### src/include/spy_defs.svh
`ifndef SPY_DEFS_SVH
`define SPY_DEFS_SVH

// Datapath capture lanes in order A, M, MD, OB, VMA
`define SPY_NUM_LANES 5

`define SPY_WORD_W 32 // One datapath word
`define SPY_HALF_W 16 // Spy data bus

// Returned for a read at an unmapped address
`define SPY_IDLE_VALUE 16'hffff

`endif

### src/cpu_state_pkg.sv
package cpu_state_pkg;

   // Flag word 1 carries the run and halt status of the processor
   function automatic logic [15:0] pack_flag1(
      input logic waiting,
      input logic boot,
      input logic promdisable,
      input logic stathalt,
      input logic err,
      input logic ssdone,
      input logic srun
   );
      return {waiting, 1'b0, boot, promdisable, stathalt, err, ssdone, srun,
              8'b0};
   endfunction

   // Flag word 2 carries the microinstruction decode and branch status
   function automatic logic [15:0] pack_flag2(
      input logic wmap,
      input logic destspc,
      input logic iwrited,
      input logic imod,
      input logic pdlwrite,
      input logic spush,
      input logic ir48,
      input logic nop,
      input logic vmaok,
      input logic jcond,
      input logic pcs1,
      input logic pcs0
   );
      return {2'b0, wmap, destspc, iwrited, imod, pdlwrite, spush,
              2'b0, ir48, nop, vmaok, jcond, pcs1, pcs0};
   endfunction

endpackage

### src/spy_bus_pkg.sv
package spy_bus_pkg;

   // Number of miscellaneous selector codes that map to a word
   localparam int SPY_NUM_MISC = 10;

   // Miscellaneous selector codes
   localparam logic [3:0] MISC_IRH     = 4'd0; // IR bits 47 to 32
   localparam logic [3:0] MISC_IRM     = 4'd1; // IR bits 31 to 16
   localparam logic [3:0] MISC_IRL     = 4'd2; // IR bits 15 to 0
   localparam logic [3:0] MISC_FLAG1   = 4'd3;
   localparam logic [3:0] MISC_FLAG2   = 4'd4;
   localparam logic [3:0] MISC_OPC     = 4'd5;
   localparam logic [3:0] MISC_PC      = 4'd6;
   localparam logic [3:0] MISC_SCRATCH = 4'd7;
   localparam logic [3:0] MISC_DISK    = 4'd8;
   localparam logic [3:0] MISC_BD      = 4'd9;

   // The spy address is read in one of two ways, chosen by its top bit.
   // With misc at 0 it names a datapath lane, a live or captured copy
   // and a half. With misc at 1 it names one of the miscellaneous words.
   typedef union packed {
      struct packed {
         logic       misc; // Always 0 in this view
         logic [2:0] lane; // 0 A, 1 M, 2 MD, 3 OB, 4 VMA
         logic       last; // Snapshot when set, live word when clear
         logic       half; // Upper half when set
      } lane_v;
      struct packed {
         logic       misc; // Always 1 in this view
         logic       rsvd; // Must be zero for a mapped read
         logic [3:0] sel;  // Selector code
      } misc_v;
   } spy_addr_t;

endpackage

### src/spy_addr_decode.sv
`timescale 1ns/10ps

`include "spy_defs.svh"

module spy_addr_decode (
   input  logic                                 clk,
   input  logic                                 reset,
   input  logic                                 rd,
   input  spy_bus_pkg::spy_addr_t               addr,
   output logic [`SPY_NUM_LANES-1:0]            lane_sel,
   output logic                                 use_last,
   output logic                                 half_hi,
   output logic [spy_bus_pkg::SPY_NUM_MISC-1:0] misc_sel,
   output logic                                 rd_q
);

   import spy_bus_pkg::*;

   logic [`SPY_NUM_LANES-1:0] lane_sel_d;
   logic [SPY_NUM_MISC-1:0]   misc_sel_d;

   // Selects stay clear unless a read is strobed this cycle
   always_comb begin
      lane_sel_d = '0;
      misc_sel_d = '0;
      if (rd) begin
         if (addr.misc_v.misc) begin
            // Codes past the last mapped word and a set reserved bit miss
            if (!addr.misc_v.rsvd && addr.misc_v.sel < SPY_NUM_MISC) begin
               misc_sel_d[addr.misc_v.sel] = 1'b1;
            end
         end else if (addr.lane_v.lane < `SPY_NUM_LANES) begin
            lane_sel_d[addr.lane_v.lane] = 1'b1; // Lanes 5 to 7 miss
         end
      end
   end

   always_ff @(posedge clk) begin
      if (reset) begin
         lane_sel <= '0;
         misc_sel <= '0;
         use_last <= 1'b0;
         half_hi  <= 1'b0;
         rd_q     <= 1'b0;
      end else begin
         lane_sel <= lane_sel_d;
         misc_sel <= misc_sel_d;
         use_last <= addr.lane_v.last; // Only looked at when a lane is selected
         half_hi  <= addr.lane_v.half;
         rd_q     <= rd;
      end
   end

endmodule

### src/spy_port.sv
`timescale 1ns/10ps

`include "spy_defs.svh"

module spy_port (
   input  logic                   clk,
   input  logic                   reset,
   input  logic                   state_write, // One-cycle strobe from the processor
   input  logic [`SPY_WORD_W-1:0] a,
   input  logic [`SPY_WORD_W-1:0] m,
   input  logic [`SPY_WORD_W-1:0] md,
   input  logic [`SPY_WORD_W-1:0] ob,
   input  logic [`SPY_WORD_W-1:0] vma,
   input  logic [48:0]            ir,
   input  logic [13:0]            pc,
   input  logic [13:0]            opc,
   input  logic [15:0]            scratch,
   input  logic [4:0]             disk_state,
   input  logic [11:0]            bd_state,
   input  logic                   waiting,
   input  logic                   boot,
   input  logic                   promdisable,
   input  logic                   stathalt,
   input  logic                   err,
   input  logic                   ssdone,
   input  logic                   srun,
   input  logic                   wmap,
   input  logic                   destspc,
   input  logic                   iwrited,
   input  logic                   imod,
   input  logic                   pdlwrite,
   input  logic                   spush,
   input  logic                   nop,
   input  logic                   vmaok,
   input  logic                   jcond,
   input  logic                   pcs1,
   input  logic                   pcs0,
   input  logic                   rd,          // One-cycle read strobe from the debugger
   input  spy_bus_pkg::spy_addr_t addr,
   output logic [`SPY_HALF_W-1:0] spy_data,
   output logic                   spy_valid    // Two cycles after rd
);

   import spy_bus_pkg::*;

   logic [`SPY_NUM_LANES-1:0]             lane_sel;
   logic                                  use_last;
   logic                                  half_hi;
   logic [SPY_NUM_MISC-1:0]               misc_sel;
   logic                                  rd_q;
   logic [`SPY_NUM_LANES*`SPY_WORD_W-1:0] lane_words;
   logic [`SPY_NUM_LANES*`SPY_HALF_W-1:0] lane_half;

   assign lane_words = {vma, ob, md, m, a}; // Lane 0 sits in the low word

   spy_addr_decode spy_addr_decode_i (
      .clk      (clk),
      .reset    (reset),
      .rd       (rd),
      .addr     (addr),
      .lane_sel (lane_sel),
      .use_last (use_last),
      .half_hi  (half_hi),
      .misc_sel (misc_sel),
      .rd_q     (rd_q)
   );

   for (genvar i = 0; i < `SPY_NUM_LANES; i++) begin : g_lane
      spy_reg_lane spy_reg_lane_i (
         .clk         (clk),
         .reset       (reset),
         .state_write (state_write),
         .word        (lane_words[i*`SPY_WORD_W +: `SPY_WORD_W]),
         .sel         (lane_sel[i]),
         .use_last    (use_last),
         .half_hi     (half_hi),
         .half        (lane_half[i*`SPY_HALF_W +: `SPY_HALF_W])
      );
   end

   spy_read_mux spy_read_mux_i (
      .clk         (clk),
      .reset       (reset),
      .rd_q        (rd_q),
      .lane_sel    (lane_sel),
      .lane_half   (lane_half),
      .misc_sel    (misc_sel),
      .ir          (ir),
      .pc          (pc),
      .opc         (opc),
      .scratch     (scratch),
      .disk_state  (disk_state),
      .bd_state    (bd_state),
      .waiting     (waiting),
      .boot        (boot),
      .promdisable (promdisable),
      .stathalt    (stathalt),
      .err         (err),
      .ssdone      (ssdone),
      .srun        (srun),
      .wmap        (wmap),
      .destspc     (destspc),
      .iwrited     (iwrited),
      .imod        (imod),
      .pdlwrite    (pdlwrite),
      .spush       (spush),
      .nop         (nop),
      .vmaok       (vmaok),
      .jcond       (jcond),
      .pcs1        (pcs1),
      .pcs0        (pcs0),
      .spy_data    (spy_data),
      .spy_valid   (spy_valid)
   );

endmodule

### src/spy_read_mux.sv
`timescale 1ns/10ps

`include "spy_defs.svh"

module spy_read_mux (
   input  logic                                   clk,
   input  logic                                   reset,
   input  logic                                   rd_q,
   input  logic [`SPY_NUM_LANES-1:0]              lane_sel,
   input  logic [`SPY_NUM_LANES*`SPY_HALF_W-1:0]  lane_half,
   input  logic [spy_bus_pkg::SPY_NUM_MISC-1:0]   misc_sel,
   input  logic [48:0]                            ir,
   input  logic [13:0]                            pc,
   input  logic [13:0]                            opc,
   input  logic [15:0]                            scratch,
   input  logic [4:0]                             disk_state,
   input  logic [11:0]                            bd_state,
   input  logic                                   waiting,
   input  logic                                   boot,
   input  logic                                   promdisable,
   input  logic                                   stathalt,
   input  logic                                   err,
   input  logic                                   ssdone,
   input  logic                                   srun,
   input  logic                                   wmap,
   input  logic                                   destspc,
   input  logic                                   iwrited,
   input  logic                                   imod,
   input  logic                                   pdlwrite,
   input  logic                                   spush,
   input  logic                                   nop,
   input  logic                                   vmaok,
   input  logic                                   jcond,
   input  logic                                   pcs1,
   input  logic                                   pcs0,
   output logic [`SPY_HALF_W-1:0]                 spy_data,
   output logic                                   spy_valid
);

   import spy_bus_pkg::*;
   import cpu_state_pkg::*;

   logic [`SPY_HALF_W-1:0] lane_word;
   logic [`SPY_HALF_W-1:0] misc_word;
   logic [`SPY_HALF_W-1:0] flag1;
   logic [`SPY_HALF_W-1:0] flag2;
   logic                   hit;

   assign flag1 = pack_flag1(waiting, boot, promdisable, stathalt, err, ssdone, srun);
   assign flag2 = pack_flag2(wmap, destspc, iwrited, imod, pdlwrite, spush,
                             ir[48], nop, vmaok, jcond, pcs1, pcs0);

   // Unselected lanes already drive zero
   always_comb begin
      lane_word = '0;
      for (int i = 0; i < `SPY_NUM_LANES; i++) begin
         lane_word |= lane_half[i*`SPY_HALF_W +: `SPY_HALF_W];
      end
   end

   // AND-OR select of the miscellaneous words, narrow ones zero-extended
   always_comb begin
      misc_word = '0;
      if (misc_sel[MISC_IRH])     misc_word |= ir[47:32];
      if (misc_sel[MISC_IRM])     misc_word |= ir[31:16];
      if (misc_sel[MISC_IRL])     misc_word |= ir[15:0];
      if (misc_sel[MISC_FLAG1])   misc_word |= flag1;
      if (misc_sel[MISC_FLAG2])   misc_word |= flag2;
      if (misc_sel[MISC_OPC])     misc_word |= {2'b00, opc};
      if (misc_sel[MISC_PC])      misc_word |= {2'b00, pc};
      if (misc_sel[MISC_SCRATCH]) misc_word |= scratch;
      if (misc_sel[MISC_DISK])    misc_word |= {11'b0, disk_state};
      if (misc_sel[MISC_BD])      misc_word |= {4'b0, bd_state};
   end

   assign hit = |lane_sel || |misc_sel;

   always_ff @(posedge clk) begin
      if (reset) begin
         spy_data  <= `SPY_IDLE_VALUE;
         spy_valid <= 1'b0;
      end else begin
         spy_valid <= rd_q;
         if (rd_q) begin
            spy_data <= hit ? (lane_word | misc_word) : `SPY_IDLE_VALUE; // Miss reads all ones
         end
      end
   end

endmodule

### src/spy_reg_lane.sv
`timescale 1ns/10ps

`include "spy_defs.svh"

module spy_reg_lane (
   input  logic                   clk,
   input  logic                   reset,
   input  logic                   state_write,
   input  logic [`SPY_WORD_W-1:0] word,
   input  logic                   sel,
   input  logic                   use_last,
   input  logic                   half_hi,
   output logic [`SPY_HALF_W-1:0] half
);

   logic [`SPY_WORD_W-1:0] snap; // Word as it stood at the last state write
   logic [`SPY_WORD_W-1:0] src;

   always_ff @(posedge clk) begin
      if (reset) begin
         snap <= '0;
      end else if (state_write) begin
         snap <= word;
      end
   end

   assign src = use_last ? snap : word;

   // An idle lane drives zero so the read mux can OR all lanes together
   always_comb begin
      if (!sel) begin
         half = '0;
      end else if (half_hi) begin
         half = src[`SPY_WORD_W-1:`SPY_HALF_W];
      end else begin
         half = src[`SPY_HALF_W-1:0];
      end
   end

endmodule
### config.mk
export PLATFORM = sky130hd
export DESIGN_NAME = spy_port
export DESIGN_NICKNAME = d
export VERILOG_FILES = /design/src/cpu_state_pkg.sv /design/src/spy_bus_pkg.sv /design/src/spy_addr_decode.sv /design/src/spy_port.sv /design/src/spy_read_mux.sv /design/src/spy_reg_lane.sv
export VERILOG_INCLUDE_DIRS = /design/src /design/src/include
export SDC_FILE = /design/constraint.sdc
export NUM_CORES = 1
export LEC_CHECK = 0
export BUFFER_PORTS_ARGS = -buffer_cell sky130_fd_sc_hd__buf_4
export CAP_MARGIN = 40
export CORE_MARGIN = 2
export CORE_UTILIZATION = 50
export DETAILED_ROUTE_END_ITERATION = 10
export PLACE_DENSITY_LB_ADDON = 0.15
export SLEW_MARGIN = 25
export SYNTH_ARGS = -nofsm -noshare
export SYNTH_HDL_FRONTEND = slang
export SYNTH_SLANG_ARGS = --single-unit
export TNS_END_PERCENT = 10
### constraint.sdc
create_clock -name clk -period 2.85 [get_ports clk]
set_input_delay 0.57 -clock clk [delete_from_list [all_inputs] [get_ports clk]]
set_output_delay 0.57 -clock clk [all_outputs]
set_load 0.05 [all_outputs]
Word level (Yosys, flattened, before mapping)
Cells that the tools add are included.
{"block": "word_totals", "reg_bits": 195, "input_bits": 298}
{"block": "op_classes", "n_lt_le_gt_ge": 6, "mux": 30, "bitwise_logic": 18, "n_reduce_logical": 9}
{"op": "16-bit 2-to-1 mux", "count": 21}
{"op": "32-bit 2-to-1 mux", "count": 5}
{"op": "16-bit bitwise OR", "count": 9}
{"op": "16-bit by 14-bit bitwise OR with 16-bit output", "count": 3}
{"op": "16-bit by 12-bit bitwise OR with 16-bit output", "count": 1}
{"op": "16-bit by 5-bit bitwise OR with 16-bit output", "count": 1}
{"op": "10-bit OR reduction", "count": 1}
{"op": "4-bit OR reduction", "count": 2}
{"op": "4-bit by 5-bit < comparator with 1-bit output (second input constant)", "count": 1}
{"op": "5-bit OR reduction", "count": 1}
{"op": "1-bit demux with 4-bit select", "count": 1}
{"op": "4-bit by 1-bit >= comparator with 1-bit output (second input constant)", "count": 1}
{"op": "3-bit by 4-bit < comparator with 1-bit output (second input constant)", "count": 1}
{"op": "4-bit < comparator (second input constant)", "count": 1}
{"op": "1-bit NOT", "count": 4}
{"op": "1-bit demux with 3-bit select", "count": 1}
{"op": "3-bit by 1-bit >= comparator with 1-bit output (second input constant)", "count": 1}
{"op": "1-bit logical AND", "count": 3}
{"op": "3-bit < comparator (second input constant)", "count": 1}
{"op": "1-bit 2-to-1 mux", "count": 2}
{"op": "1-bit zero test", "count": 1}
{"op": "1-bit logical OR", "count": 1}

Logic depth before layout (Yosys ltp)
Gate-level depths: netlist of the first run.
{"block": "logic_depth", "depth_word": 21, "ltp_mapped": 8}

Modules after synthesis
A second synthesis of the first run with hierarchy kept.
{"block": "hier_totals", "cells_unflattened": 1022, "hier_area_um2": 10228.6}
{"mod": "spy_reg_lane", "instances": 5, "cells_each": 160, "area_per_inst_um2": 1654.1, "seq_area_each_um2": 640.6}
{"mod": "spy_read_mux", "instances": 1, "cells_each": 176, "area_per_inst_um2": 1407.6, "seq_area_each_um2": 340.3}
{"mod": "spy_addr_decode", "instances": 1, "cells_each": 46, "area_per_inst_um2": 550.5, "seq_area_each_um2": 360.3}

Worst setup path after synthesis of the first run
No wires, ideal clock.
{"block": "synth_timing", "kind": "flip-flop to flip-flop", "start": "reg spy_addr_decode_i.use_last", "end": "reg spy_read_mux_i.spy_data[12]", "setup_ns": 0.130, "t_arrival_ns": 1.652, "setup_slack_ns": 1.068, "path_stages_with_launch": 7, "path_buffers": 3, "synth_period_minus_slack_ns": 1.782, "path_cell_list": "dfxtp_1 buf_2 buf_2 buf_2 mux4_2 a222oi_1 a21oi_1"}
{"block": "synth_between", "elab_chain_len": 9, "word_cells_on_any_way": 21, "classes_between": "mux (16); bitwise (5)"}
{"element": "start, declared", "line_no": "spy_addr_decode.sv:11", "text": "output logic use_last,"}
{"element": "start signal, assigned", "line_no": "spy_addr_decode.sv:48", "text": "use_last <= addr.lane_v.last;"}
{"element": "32-bit 2-to-1 mux", "line_no": "spy_reg_lane.sv:27", "text": "assign src = use_last ? snap : word;"}
{"element": "16-bit 2-to-1 mux", "line_no": "spy_reg_lane.sv:33", "text": "end else if (half_hi) begin"}
{"element": "16-bit 2-to-1 mux", "line_no": "spy_reg_lane.sv:31", "text": "if (!sel) begin"}
{"element": "16-bit bitwise OR (3 in a row)", "line_no": "spy_read_mux.sv:57", "text": "lane_word |= lane_half[i*`SPY_HALF_W +: `SPY_HALF_W];"}
{"element": "16-bit bitwise OR *", "line_no": "spy_read_mux.sv:57"}
{"element": "16-bit bitwise OR *", "line_no": "spy_read_mux.sv:85", "text": "spy_data <= hit ? (lane_word | misc_word) : `SPY_IDLE_VALUE;"}
{"element": "16-bit 2-to-1 mux (no source line) *"}
{"element": "end signal, assigned", "line_no": "spy_read_mux.sv:80", "text": "spy_data <= `SPY_IDLE_VALUE;"}
{"element": "end signal, assigned", "line_no": "spy_read_mux.sv:85"}
{"element": "end, declared", "line_no": "spy_read_mux.sv:36", "text": "output logic [`SPY_HALF_W-1:0] spy_data,"}
Every way passes the cells marked *; elsewhere a longest branch is shown, timed or not.
A chain may end at the register's enable or synchronous reset.

Worst setup path in the final report of the first run
{"block": "layout_timing", "start": "reg spy_addr_decode_i.half_hi", "end": "reg spy_read_mux_i.spy_data[3]"}
{"block": "layout_between", "elab_chain_len": 8, "word_cells_on_any_way": 16, "classes_between": "mux (11); bitwise (5)"}
{"element": "start, declared", "line_no": "spy_addr_decode.sv:12", "text": "output logic half_hi,"}
{"element": "start signal, assigned", "line_no": "spy_addr_decode.sv:49", "text": "half_hi <= addr.lane_v.half;"}
{"element": "16-bit 2-to-1 mux", "line_no": "spy_reg_lane.sv:33"}
{"element": "16-bit 2-to-1 mux", "line_no": "spy_reg_lane.sv:31"}
{"element": "16-bit bitwise OR (3 in a row)", "line_no": "spy_read_mux.sv:57"}
{"element": "16-bit bitwise OR *", "line_no": "spy_read_mux.sv:57"}
{"element": "16-bit bitwise OR *", "line_no": "spy_read_mux.sv:85"}
{"element": "16-bit 2-to-1 mux (no source line) *"}
Marks and branches as above.

==> results.cfg, run 1 <==
[clock_network]
clk_latency_ps = 430
path_clk_slew_ps = 70
ctsResizeCount = 0
postCtsSetupBuffers = 0
htreeDepth = 4
cts_hold_buf = 0
cts.sinks = 195
clockRootBuffer = clkbuf_16
ctsLongestPathBuffers = 2
tritoncts = built
cts_buffers = 17

[setup_path]
crit_chain = buf_12, buf_4, mux2_2, a222oi_1, and4bb_2, a31oi_1
path_max_fanout = 38
crit_type = register to register
crit_path_start_kind = register
cp_slowest_cell = dfxtp_4
slowest_delay_ps = 540
endpoint_kind = register
required_ps = 3160
cp.arrival_ps = 2660

[synth]
synthFlopType = dfxtp_1
yosysWarnings = 0
synthMuxAreaShare_pct = 34.5
synth-simple-area-share_pct = 11.6
synth_fa_ha_area_share_pct = 0
seq_area_frac_synth_pct = 39.9
synthesis.area_um2 = 9790
async_reset_ff_share_pct = 0
synth_compound_area_share_pct = 9.67
ys_ff_latch = 195
syn_nets = 1217
synth-edff-count = 0
synth_cells = 919
ys_types = 41
syn_avg_cell_area_um2 = 10.7
synth-xor-area-share_pct = 0
synth_top_family_by_area = multiplexers

[finish]
layout-drive-gt1-share_pct = 39.0
fillers = 1591
area_delta_synth_final_pct = 32.6
fin_nets = 1497

[power]
p_leak_nw = 5.64
vdd_drop_max_uv = 408
p_total_mw = 6.54
power_density_nw_per_um2 = 504

[timing]
drv_slew = 0
worst_slew_pin_slew_ps = 770
relSlewSlack_pct = 48.5
finalCriticalPeriod_ps = 2350
grt_setup_unrepaired = no
setup-violations-final = 0
skew_ps = 12.8
max_freq_mhz = 425
fin_crit_sh_pct = 82.6
fin_tns_setup_ps = 0
hold_viol_final = 0

[routing]
viasPerCell = 5.85
route.met3.wl_um = 2530
wl_met2_um = 16600
highest_layer = met4
drt_iter0_drc = 732
routed_wl_um = 34200
drc_errors = 0
vias = 8648
first_pass_iters = 8
drtAntennaViolNets = 0
wire_per_inst_um = 23.1
wl_met1_um = 13500

[placement]
place_congestion = 0.942
place_hpwl_um = 26500
portBuffers = 314

[die]
die_x_um = 144
fp.coreArea_um2 = 19300
ios = 315
placementRows = 51
die_y_um = 144
dieArea_um2 = 20700
initial_utilization_pct = 50.6

[outcome]
status = completed

[global_routing]
first_global_vias = 8383
antenna_found_initial = 4
grt_pass1_wl_um = 49200
grt_max_degree = 63
overflow = 0
grt_usage_pct = 32.4

[run]
drv_cap = 0

[hold_path]
hp-class = input port to register
[cells by family after synthesis]
kind of cell	after synthesis
AOI/OAI and AO/OA	121
buffers and inverters	86
DFF	195
muxes	263
and+or+nand+nor	254
[cells in the final DEF, fill, tap and decap left out, drive strengths merged, types with 3 or more instances in the layout]
cell    netlist  layout
diode         0       3
inv           4       6
nor4          4       4
a22oi        47      47
a22o          8       8
a221oi        7       7
a21oi         4       4
nand2        16      16
nand2b        8       8
a222oi       26      26
and4bb        9       9
mux4         57      57
clkinv        0       4
nor2        187     187
mux2i       177     177
dfxtp       195     195
nor2b         4       4
clkbuf       37      20
o21ai         9       9
a31oi        11      11
buf          45     342
mux2         29      29
bufinv        0       4
nor3          5       5
and4          4       4
nand3         9       9
[per-layer routing]
layer / vias up / global-route usage [%]
met2: 423 / 53.3
met5: - / 0
met3: 78 / 6.30
met4: 0 / 16.5
li1: 4002 / -
met1: 4145 / 40.7
[layout make-up]
cell class | count | area, um2 | share of cell area (%)
inverters | 4 | 15.0 | 0.116
well taps | 265 | 332 | 2.55
diodes | 3 | 7.51 | 0.0578
clock buffers | 19 | 433 | 3.33
flip-flops and latches | 195 | 3910 | 30.1
clock inverters | 12 | 180 | 1.39
multi-input cells | 638 | 5460 | 42.1
repair buffers | 343 | 2640 | 20.4
[path summary, 6_finish.rpt]
| check | slack (ps) | depth (start not counted) | startpoint | endpoint |
|---|---|---|---|---|
| setup reg to reg | 500 | 6 | spy_addr_decode_i.half_hi$_SDFF_PP0_ | spy_read_mux_i.spy_data[3]$_SDFFE_PP1P_ |
| hold / removal | 350 | 2 | addr[5] | spy_addr_decode_i.lane_sel[4]$_SDFF_PP0_ |
| hold reg to reg | 490 | 2 | g_lane[4].spy_reg_lane_i.snap[1]$_SDFFE_PP0P_ | g_lane[4].spy_reg_lane_i.snap[1]$_SDFFE_PP0P_ |
| setup / recovery | 500 | 6 | spy_addr_decode_i.half_hi$_SDFF_PP0_ | spy_read_mux_i.spy_data[3]$_SDFFE_PP1P_ |
[registers in the layout, summed over array words and instances (netlist names)]
| signal | cells |
|---|---|
| spy_addr_decode_i.lane_sel | 5 |
| spy_addr_decode_i.half_hi | 1 |
| spy_addr_decode_i.use_last | 1 |
| g_lane.spy_reg_lane_i.snap | 160 |
| spy_addr_decode_i.rd_q | 1 |
| spy_read_mux_i.spy_data | 16 |
| spy_addr_decode_i.misc_sel | 10 |
| spy_read_mux_i.spy_valid | 1 |
[worst max-delay path, delay by kind of cell, from the launching register on]
kind / cells / cell delay, ps
AO/OA/AOI/OAI: 2 / 490
buffers and inverters: 2 / 530
flip-flops: 1 / 540
multiplexers: 1 / 340
AND/OR/NAND/NOR: 1 / 290
[report_power, final]
part / internal (mW) / switching (mW)
clock: 1.47 / 1.05
sequential: 2.87 / 0.0837
combinational: 0.608 / 0.463
[synth_stat cells, drive strengths merged, types with 5 or more instances]
| master | number | share of area [%] |
|---|---|---|
| a221oi | 7 | 0.63 |
| a222oi | 26 | 2.7 |
| a22o | 8 | 0.72 |
| a22oi | 47 | 3.6 |
| a31oi | 11 | 0.70 |
| and4bb | 9 | 1.2 |
| buf | 45 | 2.8 |
| clkbuf | 37 | 1.4 |
| dfxtp | 195 | 40 |
| mux2 | 29 | 3.3 |
| mux2i | 177 | 18 |
| mux4 | 57 | 13 |
| nand2 | 16 | 0.61 |
| nand2b | 8 | 0.51 |
| nand3 | 9 | 0.46 |
| nor2 | 187 | 7.2 |
| nor3 | 5 | 0.26 |
| o21ai | 9 | 0.46 |
[through the flow]
step / std cells / utilization (%) / hold slack [ps] / cell area, um2 / worst slack, ps
floorplan: 919 / - / 429 / 9790 / 1070
global placement: 1445 / 63.9 / 467 / 12400 / 614
detailed placement: 1445 / 63.9 / 476 / 12400 / 608
CTS: 1476 / 67.1 / 332 / 13000 / 501
global route: 1479 / 67.2 / 330 / 13000 / 350
finish: 1479 / 67.2 / 352 / 13000 / 496
No activity file was read; power rests on OpenSTA's default activity.
==> run 2: changes to the inputs <==
==> constraint.sdc (replaced) <==
create_clock -name clk -period 2.3 [get_ports clk]
set_input_delay 0.46 -clock clk [delete_from_list [all_inputs] [get_ports clk]]
set_output_delay 0.46 -clock clk [all_outputs]
set_load 0.05 [all_outputs]
==> results.cfg, run 2 (synthesis gave the netlist of run 1 again) <==
[finish]
fin_util_pct = 67.8
final_cell_mix = buf_4, dfxtp_1, nor2_1
layout_commonest_cell = buf_4
fillers = 1614
area_delta_synth_final_pct = 33.8
stdcell_count = 1490
top_register = g_lane.spy_reg_lane_i.snap
fin_nets = 1507
layout-drive-gt1-share_pct = 39.7
largest_reg_flops = 160
reg_top3 = g_lane.spy_reg_lane_i.snap (160), spy_read_mux_i.spy_data (16), spy_addr_decode_i.misc_sel (10)

[timing]
drv_slew = 0
skew_ps = 7.96
timing.hold.ws_ps = 222
finalCriticalPeriod_ps = 2100
relSlewSlack_pct = 42.0
hold_viol_final = 0
grt_setup_unrepaired = no
fin_tns_setup_ps = 0
setup-violations-final = 0
fin_crit_sh_pct = 91.3
max_freq_mhz = 476
worst_slew_pin_slew_ps = 870
timing.final.ws_setup_ps = 199

[routing]
first_pass_iters = 5
drt_iter0_drc = 749
drc_errors = 0
vias = 8848
viasPerCell = 5.94
drtAntennaViolNets = 0
routed_wl_um = 34600
wire_per_inst_um = 23.2

[die]
fp.coreArea_um2 = 19300
initial_utilization_pct = 50.6
ios = 315
die_x_um = 144
placementRows = 51
die_y_um = 144
dieArea_um2 = 20700

[setup_path]
path_max_fanout = 13
critical_path.top_delay_family = multiplexers
slowest_delay_ps = 530
crit_buf_inv = 2
cp.arrival_ps = 2440
cp_slowest_cell = mux4_2
crit_type = register to register
required_ps = 2640
crit_path_start_kind = register
crit_chain = buf_12, buf_4, mux4_2, a22oi_1, and4_1, a21oi_1
r2r_slack_ps = 200
startpoint = spy_addr_decode_i.half_hi$_SDFF_PP0_
endpoint_kind = register
r2r-start = spy_addr_decode_i.half_hi$_SDFF_PP0_

[hold_path]
hp-class = input port to register
hold_path.startpoint = addr[3]

[power]
p_leak_nw = 5.69
vdd_drop_max_uv = 556
power_density_nw_per_um2 = 608

[global_routing]
grt_usage_pct = 33.0
antenna_found_initial = 4
grt_max_degree = 164
grt_pass1_wl_um = 50000
first_global_vias = 8499
overflow = 0

[clock_network]
path_clk_slew_ps = 80
htreeDepth = 4
clk_latency_ps = 440
ctsResizeCount = 0
tritoncts = built
clockRootBuffer = clkbuf_16
cts.sinks = 195
cts_buffers = 17
ctsLongestPathBuffers = 2
cts_hold_buf = 0
postCtsSetupBuffers = 0

[placement]
dpl.cell_count = 1454
place_hpwl_um = 26700
place_congestion = 0.903
portBuffers = 314
post-place-ws_ps = 220

[run]
drv_cap = 0

[outcome]
status = completed
-- run 2: changes by cell type in the layout (fill, tap and decap cells not counted), sizes merged --
cell and delta:
inv +6, clkinv +1, clkbuf -2, buf +10, bufinv -4
-- run 2: final timing paths --
| kind | end | cells after the start |
|---|---|---|
| hold / removal | spy_addr_decode_i.misc_sel[0]$_SDFF_PP0_ | 2 |
| setup reg to reg | spy_read_mux_i.spy_data[6]$_SDFFE_PP1P_ | 6 |
| hold reg to reg | spy_read_mux_i.spy_data[7]$_SDFFE_PP1P_ | 1 |
| setup / recovery | spy_read_mux_i.spy_data[6]$_SDFFE_PP1P_ | 6 |
-- run 2: stage by stage --
stage                     total power, mW  instance area (um2)
after global routing                 8.25                13100
after CTS                            8.00                13100
after floorplan                      4.40                 9790
after global placement               5.04                12500
final                                7.97                13100
after detailed placement             5.06                12500
-- run 2: final cells by class --
type	instances	area (um2)	area share (%)
Antenna cell	3	7.51	0.0573
Multi-Input combinational cell	638	5460	41.7
Tap cell	265	332	2.53
Sequential cell	195	3910	29.9
Inverter	4	15.0	0.115
Clock buffer	17	425	3.25
Timing Repair Buffer	353	2780	21.2
Clock inverter	15	166	1.27
-- run 2: layer usage --
layer | GRT usage [%] | part of all wire, %
met2 | 55.8 | 50
met4 | 15.3 | 3.9
met5 | 0 | 0
met1 | 40.2 | 38
met3 | 7.36 | 8.8
-- run 2: power breakdown --
part,total [mW],leakage (nW),switching [mW],internal (mW)
sequential,3.66,1.61,0.104,3.55
clock,2.97,0.282,1.51,1.46
combinational,1.34,3.81,0.572,0.768
total,7.97,5.69,2.19,5.78
==> run 3: changes to the inputs <==
==> constraint.sdc (replaced) <==
create_clock -name clk -period 2.3 [get_ports clk]
set_input_delay 0.345 -clock clk [delete_from_list [all_inputs] [get_ports clk]]
set_output_delay 0.345 -clock clk [all_outputs]
set_load 0.05 [all_outputs]
==> results.cfg, run 3 (synthesis gave the netlist of run 1 again) <==
[outcome]
status = completed

[timing]
skew_ps = 8.80
setup-violations-final = 0
max_freq_mhz = 486
worst_slew_pin_slew_ps = 903
finalCriticalPeriod_ps = 2060
timing.final.ws_setup_ps = 244
relSlewSlack_pct = 39.7
grt_setup_unrepaired = no
fin_tns_setup_ps = 0
fin_crit_sh_pct = 89.4
hold_viol_final = 0
drv_slew = 0

[setup_path]
crit_type = register to register
slowest_delay_ps = 500
reg2reg_to = spy_read_mux_i.spy_data[3]$_SDFFE_PP1P_
cp_slowest_cell = mux4_2
crit_chain = buf_4, mux4_2, a22oi_1, and4bb_2, a31oi_1
required_ps = 2620
endpoint_kind = register
path_max_fanout = 10
r2r-start = spy_addr_decode_i.half_hi$_SDFF_PP0_
cp.arrival_ps = 2380
crit_path_start_kind = register
r2r_cells = 5
r2r_slack_ps = 240

[finish]
layout_commonest_cell = buf_4
area_delta_synth_final_pct = 34.6
fillers = 1576
final_cell_mix = buf_4, dfxtp_1, nor2_1
fin_nets = 1508
fin_area_um2 = 13200
fin_util_pct = 68.1
final-seq-area_um2 = 3910
largest_reg_flops = 160
top_register = g_lane.spy_reg_lane_i.snap
multi_input_area_um2 = 5460
reg_top3 = g_lane.spy_reg_lane_i.snap (160), spy_read_mux_i.spy_data (16), spy_addr_decode_i.misc_sel (10)
layout-drive-gt1-share_pct = 39.7

[global_routing]
grt_pass1_wl_um = 49500
grt_usage_pct = 32.8
grt_max_degree = 85
first_global_vias = 8470
antenna_found_initial = 4
overflow = 0

[routing]
drtAntennaViolNets = 0
routed_wl_um = 34600
vias = 8745
first_pass_iters = 6
drc_errors = 0
drt_iter0_drc = 722
viasPerCell = 5.86
wire_per_inst_um = 23.2

[clock_network]
ctsResizeCount = 0
cts_hold_buf = 0
htreeDepth = 4
tritoncts = built
cts.sinks = 195
clockRootBuffer = clkbuf_16
clk_latency_ps = 440
cts_buffers = 17
postCtsSetupBuffers = 0
path_clk_slew_ps = 70
ctsLongestPathBuffers = 2

[power]
power_density_nw_per_um2 = 629
vdd_drop_max_uv = 562
p_leak_nw = 5.72
p_total_mw = 8.29

[die]
dieArea_um2 = 20700
placementRows = 51
initial_utilization_pct = 50.6
die_y_um = 144
ios = 315
die_x_um = 144
fp.coreArea_um2 = 19300

[run]
drv_cap = 0

[placement]
place_area_um2 = 12500
portBuffers = 314
place_hpwl_um = 26900
post-place-ws_ps = 236
place_congestion = 0.925

[hold_path]
hp-class = input port to register
min_to = spy_addr_decode_i.lane_sel[4]$_SDFF_PP0_
hold_path.startpoint = addr[5]
hold_depth = 2
## run 3: worst max-delay path by stage
stage / endpoint / start / slack, ps
after floorplan: spy_read_mux_i.spy_data[12]$_SDFFE_PP1P_ / spy_addr_decode_i.use_last$_SDFF_PP0_ / 520
after global placement: spy_read_mux_i.spy_data[5]$_SDFFE_PP1P_ / spy_addr_decode_i.half_hi$_SDFF_PP0_ / 270
after detailed placement: spy_read_mux_i.spy_data[9]$_SDFFE_PP1P_ / spy_addr_decode_i.half_hi$_SDFF_PP0_ / 240
after CTS: spy_read_mux_i.spy_data[5]$_SDFFE_PP1P_ / spy_addr_decode_i.half_hi$_SDFF_PP0_ / 240
after global routing: spy_read_mux_i.spy_data[5]$_SDFFE_PP1P_ / spy_addr_decode_i.half_hi$_SDFF_PP0_ / 120
final: spy_read_mux_i.spy_data[3]$_SDFFE_PP1P_ / spy_addr_decode_i.half_hi$_SDFF_PP0_ / 240
## run 3: worst max-delay path, delay by kind of cell, from the launching register on
kind                   cells  cell delay (ps)
and+or+nand+nor            1              290
buffers and inverters      1              200
muxes                      1              500
DFF                        1              460
AOI/OAI and AO/OA          2              500
## run 3: metrics by stage
step                      hold slack (ps)  std cells
after CTS                             101       1485
after global placement                451       1453
after floorplan                       422        919
final                                 119       1492
after global routing                  114       1490
after detailed placement              467       1453
## run 3: final cells by class
type / instances / area share (%)
diodes: 4 / 0.0760
clock buffers: 19 / 3.44
clock inverters: 13 / 1.49
flip-flops and latches: 195 / 29.7
inverters: 4 / 0.114
multi-input cells: 638 / 41.5
repair buffers: 354 / 21.2
well taps: 265 / 2.52
## run 3: power breakdown
part / leakage [nW] / internal [mW] / switching [mW]
logic: 3.81 / 0.773 / 0.585
registers: 1.61 / 3.55 / 0.101
clock network: 0.305 / 1.90 / 1.38
total: 5.72 / 6.23 / 2.06
## run 3: per-layer routing
metal | vias up | track usage (%) | wire length [um]
met5 | - | 0 | 12
li1 | 4026 | - | -
met4 | 2 | 14.8 | 1280
met1 | 4231 | 41.5 | 13700
met3 | 60 | 6.33 | 2780
met2 | 426 | 54.6 | 16800
